<file path="src/design/memTypesPkg.sv">
package memTypesPkg;

    // Word and byte-address widths
    localparam int dataWidth = 32;
    localparam int addrWidth = 32;

    typedef logic [dataWidth-1:0] Data;
    typedef logic [addrWidth-1:0] Addr;

    // Access size of a load or store
    typedef enum logic [1:0] {
        DataAccess_Byte = 2'b00,
        DataAccess_Half = 2'b01,
        DataAccess_Word = 2'b10
    } DataAccess;

endpackage

</file>
<file path="src/design/arbTypesPkg.sv">
package arbTypesPkg;

    // Masters that share the data memory
    typedef enum logic {
        MasterPort_Cpu = 1'b0,
        MasterPort_Dma = 1'b1
    } MasterPort;

endpackage

</file>
<file path="src/design/dataBus.sv">
`timescale 1ns/1ps

interface dataBus;

    memTypesPkg::Addr       addr;
    memTypesPkg::DataAccess access;
    logic                   unsignedLoad;
    logic                   wr;
    logic                   rd;
    memTypesPkg::Data       wrData;
    memTypesPkg::Data       rdData;

    modport master (
        output addr, access, unsignedLoad, wr, rd, wrData,
        input  rdData
    );

    modport slave (
        input  addr, access, unsignedLoad, wr, rd, wrData,
        output rdData
    );

endinterface

</file>
<file path="src/design/busArbiter.sv">
`timescale 1ns/1ps

module busArbiter (
    input  logic                   clock,
    input  logic                   rstN,
    input  logic                   cpuRd,
    input  logic                   cpuWr,
    input  logic                   dmaRd,
    input  logic                   dmaWr,
    input  memTypesPkg::Addr       cpuAddr,
    input  memTypesPkg::Addr       dmaAddr,
    input  memTypesPkg::DataAccess cpuAccess,
    input  memTypesPkg::DataAccess dmaAccess,
    input  logic                   cpuUnsigned,
    input  logic                   dmaUnsigned,
    input  memTypesPkg::Data       cpuWrData,
    input  memTypesPkg::Data       dmaWrData,
    output logic                   cpuGrant,
    output logic                   dmaGrant,
    output memTypesPkg::Data       cpuRdData,
    output memTypesPkg::Data       dmaRdData,
    output logic                   cpuRdValid,
    output logic                   dmaRdValid,
    dataBus.master                 mem
);

    arbTypesPkg::MasterPort lastWinner;
    arbTypesPkg::MasterPort winner;
    arbTypesPkg::MasterPort rdOwner;

    logic cpuReq;
    logic dmaReq;
    logic rdPending;

    assign cpuReq = cpuRd | cpuWr;
    assign dmaReq = dmaRd | dmaWr;

    // Round robin where the loser of the last contest goes first
    always_comb begin
        winner = arbTypesPkg::MasterPort_Cpu;
        if (cpuReq && dmaReq) begin
            winner = (lastWinner == arbTypesPkg::MasterPort_Cpu) ?
                     arbTypesPkg::MasterPort_Dma : arbTypesPkg::MasterPort_Cpu;
        end else if (dmaReq) begin
            winner = arbTypesPkg::MasterPort_Dma;
        end
    end

    assign cpuGrant = cpuReq && (winner == arbTypesPkg::MasterPort_Cpu);
    assign dmaGrant = dmaReq && (winner == arbTypesPkg::MasterPort_Dma);

    // Winner's fields onto the memory bus
    always_comb begin
        if (winner == arbTypesPkg::MasterPort_Dma) begin
            mem.addr         = dmaAddr;
            mem.access       = dmaAccess;
            mem.unsignedLoad = dmaUnsigned;
            mem.wrData       = dmaWrData;
        end else begin
            mem.addr         = cpuAddr;
            mem.access       = cpuAccess;
            mem.unsignedLoad = cpuUnsigned;
            mem.wrData       = cpuWrData;
        end
    end

    assign mem.rd = (cpuGrant & cpuRd) | (dmaGrant & dmaRd);
    assign mem.wr = (cpuGrant & cpuWr) | (dmaGrant & dmaWr);

    always_ff @(posedge clock or negedge rstN) begin
        if (!rstN) begin
            lastWinner <= arbTypesPkg::MasterPort_Dma;
            rdPending  <= 1'b0;
            rdOwner    <= arbTypesPkg::MasterPort_Cpu;
        end else begin
            if (cpuReq || dmaReq) begin
                lastWinner <= winner;
            end
            rdPending <= mem.rd;
            if (mem.rd) begin
                rdOwner <= winner;
            end
        end
    end

    // Read data back to whoever asked for it
    assign cpuRdValid = rdPending && (rdOwner == arbTypesPkg::MasterPort_Cpu);
    assign dmaRdValid = rdPending && (rdOwner == arbTypesPkg::MasterPort_Dma);
    assign cpuRdData  = cpuRdValid ? mem.rdData : '0;
    assign dmaRdData  = dmaRdValid ? mem.rdData : '0;

endmodule

</file>
<file path="src/flat_wrapper.sv">
// flat-port wrapper written by rule: the top's interface ports become plain ports
module busArbiter_flat 
  (clock, rstN, cpuRd, cpuWr, dmaRd, dmaWr, cpuAddr, dmaAddr, cpuAccess, dmaAccess, cpuUnsigned, dmaUnsigned, cpuWrData, dmaWrData, cpuGrant, dmaGrant, cpuRdData, dmaRdData, cpuRdValid, dmaRdValid, mem_addr, mem_access, mem_unsignedLoad, mem_wr, mem_rd, mem_wrData, mem_rdData);
  dataBus mem_i ();
  input  logic clock;
  input  logic rstN;
  input  logic cpuRd;
  input  logic cpuWr;
  input  logic dmaRd;
  input  logic dmaWr;
  input  memTypesPkg::Addr cpuAddr;
  input  memTypesPkg::Addr dmaAddr;
  input  memTypesPkg::DataAccess cpuAccess;
  input  memTypesPkg::DataAccess dmaAccess;
  input  logic cpuUnsigned;
  input  logic dmaUnsigned;
  input  memTypesPkg::Data cpuWrData;
  input  memTypesPkg::Data dmaWrData;
  output logic cpuGrant;
  output logic dmaGrant;
  output memTypesPkg::Data cpuRdData;
  output memTypesPkg::Data dmaRdData;
  output logic cpuRdValid;
  output logic dmaRdValid;
  output wire logic [$bits(mem_i.addr)-1:0] mem_addr;
  output wire logic [$bits(mem_i.access)-1:0] mem_access;
  output wire logic [$bits(mem_i.unsignedLoad)-1:0] mem_unsignedLoad;
  output wire logic [$bits(mem_i.wr)-1:0] mem_wr;
  output wire logic [$bits(mem_i.rd)-1:0] mem_rd;
  output wire logic [$bits(mem_i.wrData)-1:0] mem_wrData;
  input wire logic [$bits(mem_i.rdData)-1:0] mem_rdData;
  assign mem_addr = mem_i.addr;
  assign mem_access = mem_i.access;
  assign mem_unsignedLoad = mem_i.unsignedLoad;
  assign mem_wr = mem_i.wr;
  assign mem_rd = mem_i.rd;
  assign mem_wrData = mem_i.wrData;
  assign mem_i.rdData = mem_rdData;
  busArbiter u_core (.clock(clock), .rstN(rstN), .cpuRd(cpuRd), .cpuWr(cpuWr), .dmaRd(dmaRd), .dmaWr(dmaWr), .cpuAddr(cpuAddr), .dmaAddr(dmaAddr), .cpuAccess(cpuAccess), .dmaAccess(dmaAccess), .cpuUnsigned(cpuUnsigned), .dmaUnsigned(dmaUnsigned), .cpuWrData(cpuWrData), .dmaWrData(dmaWrData), .cpuGrant(cpuGrant), .dmaGrant(dmaGrant), .cpuRdData(cpuRdData), .dmaRdData(dmaRdData), .cpuRdValid(cpuRdValid), .dmaRdValid(dmaRdValid), .mem(mem_i));
endmodule
</file>
<file path="config.mk">
export PLATFORM = sky130hd
export DESIGN_NAME = busArbiter_flat
export DESIGN_NICKNAME = d
export VERILOG_FILES = /design/src/design/memTypesPkg.sv /design/src/design/arbTypesPkg.sv /design/src/design/dataBus.sv /design/src/design/busArbiter.sv /design/src/flat_wrapper.sv
export SDC_FILE = /design/constraint.sdc
export NUM_CORES = 1
export LEC_CHECK = 0
export ABC_AREA = 1
export BUFFER_PORTS_ARGS = -buffer_cell sky130_fd_sc_hd__buf_4
export CAP_MARGIN = 10
export CORE_AREA = 10 10 112 114
export DETAILED_ROUTE_END_ITERATION = 12
export DIE_AREA = 0 0 122 124
export GPL_ROUTABILITY_DRIVEN = 1
export PLACE_DENSITY = 0.49
export SLEW_MARGIN = 5
export SYNTH_ARGS = -nofsm -noshare
export SYNTH_HDL_FRONTEND = slang
export SYNTH_SLANG_ARGS = --single-unit
</file>
<file path="constraint.sdc">
create_clock -name clock -period 3.1 [get_ports clock]
set_clock_uncertainty 0.2 [all_clocks]
set_input_delay 0.155 -clock clock [delete_from_list [all_inputs] [get_ports clock]]
set_output_delay 0.155 -clock clock [all_outputs]
set_load 0.01 [all_outputs]
</file>
### After elaboration in Yosys (flattened, before gate mapping)

Index checks and enable logic that the tools add are counted.

* register bits after elaboration: 3
* bits in latches: 0
* bits in writable memories: 0
* bits in read-only memories: 0
* bits of input ports: 172
* output and inout bits: 137
* logic and storage cells: 28
* memories kept: 0

* add/sub/neg operators: 0
* multipliers: 0
* divide/modulo/power cells: 0
* order comparisons: 0
* equality and inequality tests: 0
* shift-type cells: 0
* mux-type cells: 9
* bitwise operators: 10
* reductions and logical operators: 6

Operators by type and width (number)
* $mux 32: 4
* $logic_and 1x1->1: 5
* $and 1x1->1: 4
* $mux 1: 4
* $or 1x1->1: 4
* $mux 2: 1
* $not 1->1: 2
* $logic_or 1x1->1: 1

### Logic depth before layout (Yosys ltp)

Gate-level depths: netlist of the first run.

* depth after elaboration: 7
* mapped depth: 6
* mapped depth without buffers: 5

### Worst setup path after synthesis of the first run

No wires, ideal clock.

* kind: register to output
* from: register u_core.lastWinner
* to: output cpuGrant
* arrival: 1.163 ns
* data required time: 2.745 ns
* setup slack: 1.582 ns
* cell stages (with the launch flop): 6
* buffers on the path: 1
* path through: dfstp_2 o21ai_2 nand2_1 buf_2 inv_2 nor2_1

* word-level cells in the longest chain between the ends: 4

RTL lines
* from (decl): RTL line busArbiter.sv:27 `arbTypesPkg::MasterPort lastWinner;`
* from (signal assigned): RTL line busArbiter.sv:72 `lastWinner <= arbTypesPkg::MasterPort_Dma;`
* from (signal assigned): RTL line busArbiter.sv:77 `lastWinner <= winner;`
* $mux 1: RTL line busArbiter.sv:42 `winner = (lastWinner == arbTypesPkg::MasterPort_Cpu) ?`
* $mux 1: RTL line busArbiter.sv:41 `if (cpuReq && dmaReq) begin`
* $not 1->1: RTL line busArbiter.sv:49 `assign cpuGrant = cpuReq && (winner == arbTypesPkg::MasterPort_Cpu);`
* $logic_and 1x1->1: RTL line busArbiter.sv:49
* to (decl): RTL line flat_wrapper.sv:19 `output logic cpuGrant;`

No other way between the ends.

### Worst setup path in the final report of the first run

* from: register u_core.lastWinner
* to: output mem_wrData[25]

* word-level cells in the longest chain between the ends: 3

RTL lines
* $mux 1: RTL line busArbiter.sv:42
* $mux 1: RTL line busArbiter.sv:41
* $mux 32: RTL line busArbiter.sv:54 `if (winner == arbTypesPkg::MasterPort_Dma) begin`
* to (decl): RTL line flat_wrapper.sv:30 `output wire logic [$bits(mem_i.wrData)-1:0] mem_wrData;`

No other way between the ends.

==> metrics.md, run 1 <==
| Metric | Value |
|---|---|
| CP peak stage delay | 560 ps |
| Drt pass-1 iters | 7 |
| Root buf cell | clkbuf_8 |
| Final setup TNS | 0 ps |
| CTS clock-pin slew for the worst setup and hold paths | 30 ps |
| P_leak | 2.57 nW |
| WHS | 29.6 ps |
| Die width | 122 µm |
| CTS tree | built |
| Resized Gates After CTS | 0 |
| CP delay by family, top | flip-flops |
| Ys Warns | 0 |
| Crit path kind | flop to primary output |
| Most frequent cells in the layout | 315 x buf_4, 144 x nand2_1, 67 x nor2_1, 67 x nand3_1, 36 x inv_1 |
| Count of final hold-check violations | 0 |
| Buf+Inv Stages, Crit Path | 2 |
| Worst setup endpoint | mem_wrData[25] |
| Vias in the first global route | 3248 |
| Mean post-synth cell area | 4.28 µm² |
| Clock Path Buffers | 2 |
| Fraction of layout cells with a size suffix above 1 | 50.2% |
| Measured slew at the worst slew-check pin | 747 ps |
| Worst Path Required | 2740 ps |
| Port bufs | 308 |
| CTS Sinks | 3 |
| Logic depth of the worst register-to-register path | 4 |
| Final setup vio count | 0 |
| R2R Path Start | u_core.lastWinner |
| R2r endpoint | u_core.rdPending |
| Sequential share of the synthesized area | 5.09% |
| Post-layout minimum cycle time | 2180 ps |
| Post-CTS setup buffers | 0 |
| Synth cell types | 13 |
| Layout Nets | 816 |
| Power Density | 291 nW/µm² |
| Cells after Synth | 350 |
| Post-DRT Antenna Nets | 0 |
| Class of the worst hold path | input port to flop |
| Final WL | 13200 µm |
| CTS buffer count | 3 |
| Initial Util | 14.7% |
| Place WS | 1150 ps |
| Crit share post-route | 70.3% |
| Slew margin rel. | 50.1% |
| Outcome | finished, final reports clean |
| Max stage delay cell, worst path | dfstp_2 |
| DR DRC count | 0 |
| Max Cap Viol | 0 |
| #FFs+latches synth | 3 |
| Largest net degree at the start of global routing | 70 |
| Stages on the worst setup path | 6 |
| Syn_nets | 522 |
| Gpl congestion | 0.831 |
| Global-route wire length before repair | 18200 µm |
| Synth Cell Area | 1500 µm² |
| Crit Path Max Fanout | 26 |
| GRT overflow | 0 |
| Commonest non-fill, non-tap cell in the layout | buf_4 |
| Avg WL per Cell | 16.9 µm |
| Layout overhead on the synthesized area | 165% |
| Fmax | 459 MHz |
| Critical Path Start Type | flop |
| Initial drt markers | 171 |
| Core Footprint | 10200 µm² |
| Num ports | 309 |
| Crit-path cells | o21ai_4 > nand2_2 > buf_4 > nand2_1 > nand2_1 > buf_4 |
| Full die area | 15100 µm² |
| VDD IR max | 0.159 mV |
| Arrival @ worst endpoint | 1820 ps |
| All-Layer GR Usage | 15.2% |
| H-tree levels | 1 |
| R2r setup slk | 1420 ps |
| Crit path capture type | primary output |
| Avg Vias per Cell | 4.17 |
| Height of the die | 124 µm |
| RSZ-0062 raised after global routing | no |
| Max Slew Vio Count | 0 |
| Clock Latency Late Sink | 210 ps |
| Antenna violations before repair | 1 |
| Source of the critical timing path | u_core.lastWinner |
| Via count | 3256 |
| DP Wirelength | 11400 µm |
| Worst Slack Setup Final | 922 ps |
| Row count | 37 |
final cells by class:
cell class,count,area [µm²]
fill,1124,6260
multi-input combinational,282,1160
clock buffer,4,45.0
timing repair buffer,316,2370
sequential,3,76.3
tap,136,170
antenna,1,2.50
inverter,38,143
synth_stat cells, drive strengths merged:
cell type	n	area share, %
a21boi	1	0.50
buf	17	6.0
clkbuf	10	2.5
dfrtp	2	3.3
dfstp	1	1.8
inv	38	9.5
nand2	145	36
nand3	67	22
nor2	67	17
o21ai	2	0.92
tightest hold or removal path: stages:
cell     delay, ps
buf_4          110
nand2_1         50
nand2_1         80
cells by family after synthesis:
family                 Yosys count  share of synthesized area, %
buffers and inverters           65                          18.0
AOI/OAI and AO/OA                3                          1.42
DFF                              3                          5.09
and+or+nand+nor                279                          75.5
sequential cells by signal, summed over array words and instances, names as in the netlist:
signal             count
u_core.rdPending       1
u_core.lastWinner      1
u_core.rdOwner         1
worst min-delay path by stage:
stage               startpoint           endpoint  slack [ps]  cells after the start
finish                   cpuRd   u_core.rdPending          30                      3
floorplan                 rstN     u_core.rdOwner        -340                      0
detailed placement        rstN   u_core.rdPending        -250                      1
global route             cpuRd   u_core.rdPending          50                      3
CTS                      cpuWr  u_core.lastWinner          20                      4
global placement          rstN   u_core.rdPending        -250                      1
metrics by stage:
step           std cells  total power, W  utilization [%]  instance area, µm²
6_report             780         0.00115             38.8                3970
3_3_place_gp         774         0.00106             38.3                3920
5_1_grt              779         0.00126             38.8                3970
3_5_place_dp         774         0.00106             38.3                3920
2_1_floorplan        350        0.000464                -                1500
4_1_cts              779         0.00118             38.8                3970
where the power goes:
part | internal (W) | switching (W)
logic | 0.000490 | 0.000500
clock network | 0.0000876 | 0.0000249
registers | 0.0000472 | 0.00000462
timing repair:
item,CTS,global route
setup endpoints to repair,0,0
hold endpoints to repair,3,0
hold buffers,1,0
metal layers:
metal	share of wire [%]	GRT usage [%]	vias to the layer above	wire length (µm)
li1	-	-	1645	-
met1	33	14.7	1412	4390
met2	54	29.8	193	7100
met3	12	6.24	6	1600
met4	0.70	2.31	0	92
met5	0	0	-	0
Power figures use the tool's default switching activity.
==> run 2: changes to the inputs <==
--- a/config.mk
+++ b/config.mk
@@ -8,11 +8,11 @@
 export ABC_AREA = 1
 export BUFFER_PORTS_ARGS = -buffer_cell sky130_fd_sc_hd__buf_4
 export CAP_MARGIN = 10
-export CORE_AREA = 10 10 112 114
+export CORE_AREA = 10 10 113 115
 export DETAILED_ROUTE_END_ITERATION = 12
-export DIE_AREA = 0 0 122 124
+export DIE_AREA = 0 0 123 125
 export GPL_ROUTABILITY_DRIVEN = 1
-export PLACE_DENSITY = 0.49
+export PLACE_DENSITY = 0.48
 export SLEW_MARGIN = 5
 export SYNTH_ARGS = -nofsm -noshare
 export SYNTH_HDL_FRONTEND = slang
==> constraint.sdc (replaced) <==
create_clock -name clock -period 2.05 [get_ports clock]
set_clock_uncertainty 0.2 [all_clocks]
set_input_delay 0.1025 -clock clock [delete_from_list [all_inputs] [get_ports clock]]
set_output_delay 0.1025 -clock clock [all_outputs]
set_load 0.01 [all_outputs]
==> run 2 against run 1 <==
Compared with the run above: via count rose by 0.77%; hold slack better by 3.3 ps; global-route usage shrank 0.82 points; power grew 51%; utilization is 0.77 points lower.
==> metrics.md, run 2 (same netlist as run 1, synthesis figures left out) <==
| Metric | Value |
|---|---|
| Min-delay src | dmaWr |
| Fill count | 1153 |
| Num ports | 309 |
| Crit share post-route | 91.9% |
| Buf+Inv Stages, Crit Path | 2 |
| Final WL | 12500 µm |
| Height of the die | 125 µm |
| Crit Path Max Fanout | 19 |
| Arrival @ worst endpoint | 1580 ps |
| All-Layer GR Usage | 14.4% |
| Die width | 123 µm |
| CP peak stage delay | 550 ps |
| Hold buffer count at CTS | 5 |
| VDD IR max | 0.164 mV |
| Most frequent cells in the layout | 315 x buf_4, 144 x nand2_1, 67 x nor2_1, 67 x nand3_1, 36 x inv_1 |
| Class of the worst hold path | input port to flop |
| Post-DRT Antenna Nets | 0 |
| Global-route wire length before repair | 17700 µm |
| Final instance area | 4040 µm² |
| P_leak | 2.60 nW |
| Fraction of layout cells with a size suffix above 1 | 50.0% |
| Antenna violations before repair | 0 |
| Fin cells | 788 |
| Crit path capture type | primary output |
| Via count | 3281 |
| Clock Path Buffers | 2 |
| Root buf cell | clkbuf_8 |
| Final setup TNS | 0 ps |
| GRT overflow | 0 |
| Initial Util | 14.1% |
| Port bufs | 308 |
| Worst Slack Setup Final | 166 ps |
| Largest net degree at the start of global routing | 52 |
| CTS clock-pin slew for the worst setup and hold paths | 30 ps |
| Resized Gates After CTS | 0 |
| Initial drt markers | 116 |
| H-tree levels | 1 |
| Post-layout minimum cycle time | 1880 ps |
| R2R Path Start | u_core.lastWinner |
| Slew margin rel. | 69.8% |
| Placed cell count | 779 |
| Largest regs | u_core.lastWinner (1), u_core.rdOwner (1), u_core.rdPending (1) |
| Count of final hold-check violations | 0 |
| Crit path kind | flop to primary output |
| Fmax | 531 MHz |
| ANT cells | 0 |
| Outcome | finished, final reports clean |
| DP Wirelength | 10900 µm |
| Layout overhead on the synthesized area | 169% |
| Avg Vias per Cell | 4.16 |
| Source of the critical timing path | u_core.lastWinner |
| CP delay by family, top | flip-flops |
| Power Density | 432 nW/µm² |
| RSZ-0062 raised after global routing | no |
| Power, Total | 0.00175 W |
| Max stage delay cell, worst path | dfstp_2 |
| Vias in the first global route | 3277 |
| Commonest non-fill, non-tap cell in the layout | buf_4 |
| Measured slew at the worst slew-check pin | 452 ps |
| Critical Path Start Type | flop |
| Avg WL per Cell | 15.9 µm |
| DR DRC count | 0 |
| Crit-path cells | o21ai_4 > nand2_2 > buf_4 > nand2_1 > nand2_1 > buf_4 |
| Full die area | 15400 µm² |
| Max Cap Viol | 0 |
| Place WS | 284 ps |
| Gpl congestion | 0.877 |
| Max Slew Vio Count | 0 |
| CTS buffer count | 3 |
| Core Footprint | 10600 µm² |
| Clock Latency Late Sink | 210 ps |
| Layout Nets | 821 |
| Final setup vio count | 0 |
| Drt pass-1 iters | 5 |
| Placed Area | 3940 µm² |
| CTS tree | built |
| Worst Path Required | 1750 ps |
| Post-CTS setup buffers | 0 |
| CTS Sinks | 3 |
| Row count | 38 |
## run 2: cell count changes in the layout (fill, tap and decap cells not counted)
cell	change
dlygate4sd3_1	+4
buf_12	+1
diode_2	-1
## run 2: worst paths after layout
path	slack, ps	to	cells after the start
max reg2reg	540	u_core.rdPending	5
min reg2reg	290	u_core.lastWinner	2
max in group asynchronous	1410	u_core.lastWinner	2
min in group asynchronous	50	u_core.rdPending	2
max	170	mem_rd	6
min	30	u_core.rdOwner	3
## run 2: routing by layer
| metal | wire [µm] | share of wire, % | vias up | global-route usage [%] |
|---|---|---|---|---|
| met1 | 4030 | 32 | 1415 | 12.9 |
| met2 | 6510 | 52 | 202 | 27.9 |
| met5 | 0 | 0 | - | 0 |
| met3 | 1830 | 15 | 12 | 7.07 |
| met4 | 154 | 1.2 | 0 | 3.02 |
| li1 | - | - | 1652 | - |
## run 2: power breakdown
group / internal (W) / leakage (nW) / switching (W) / total, W
Sequential: 0.0000713 / 0.0337 / 0.00000654 / 0.0000779
Clock: 0.000132 / 0.0228 / 0.0000375 / 0.000170
Combinational: 0.000753 / 2.55 / 0.000745 / 0.00150
Total: 0.000957 / 2.60 / 0.000789 / 0.00175
## run 2: final cells by class
cell class,count,area [µm²],share of cell area [%]
inverter,38,143,3.53
timing repair buffer,321,2430,60.3
tap,140,175,4.34
clock buffer,4,45.0,1.12
multi-input combinational,282,1160,28.8
sequential,3,76.3,1.89
## run 2: worst reg2reg max path: stages (launching register included)
cell and delay, ps:
dfstp_2 550, o21ai_4 140, nand2_2 130, buf_4 250, nand2_1 80, nand2_1 90
## run 2: stage by stage
step	hold WS, ps	utilization, %
2_1_floorplan	-393	-
3_3_place_gp	-306	37.2
3_5_place_dp	-304	37.2
4_1_cts	42.5	38.1
5_1_grt	55.6	38.1
6_report	32.9	38.1
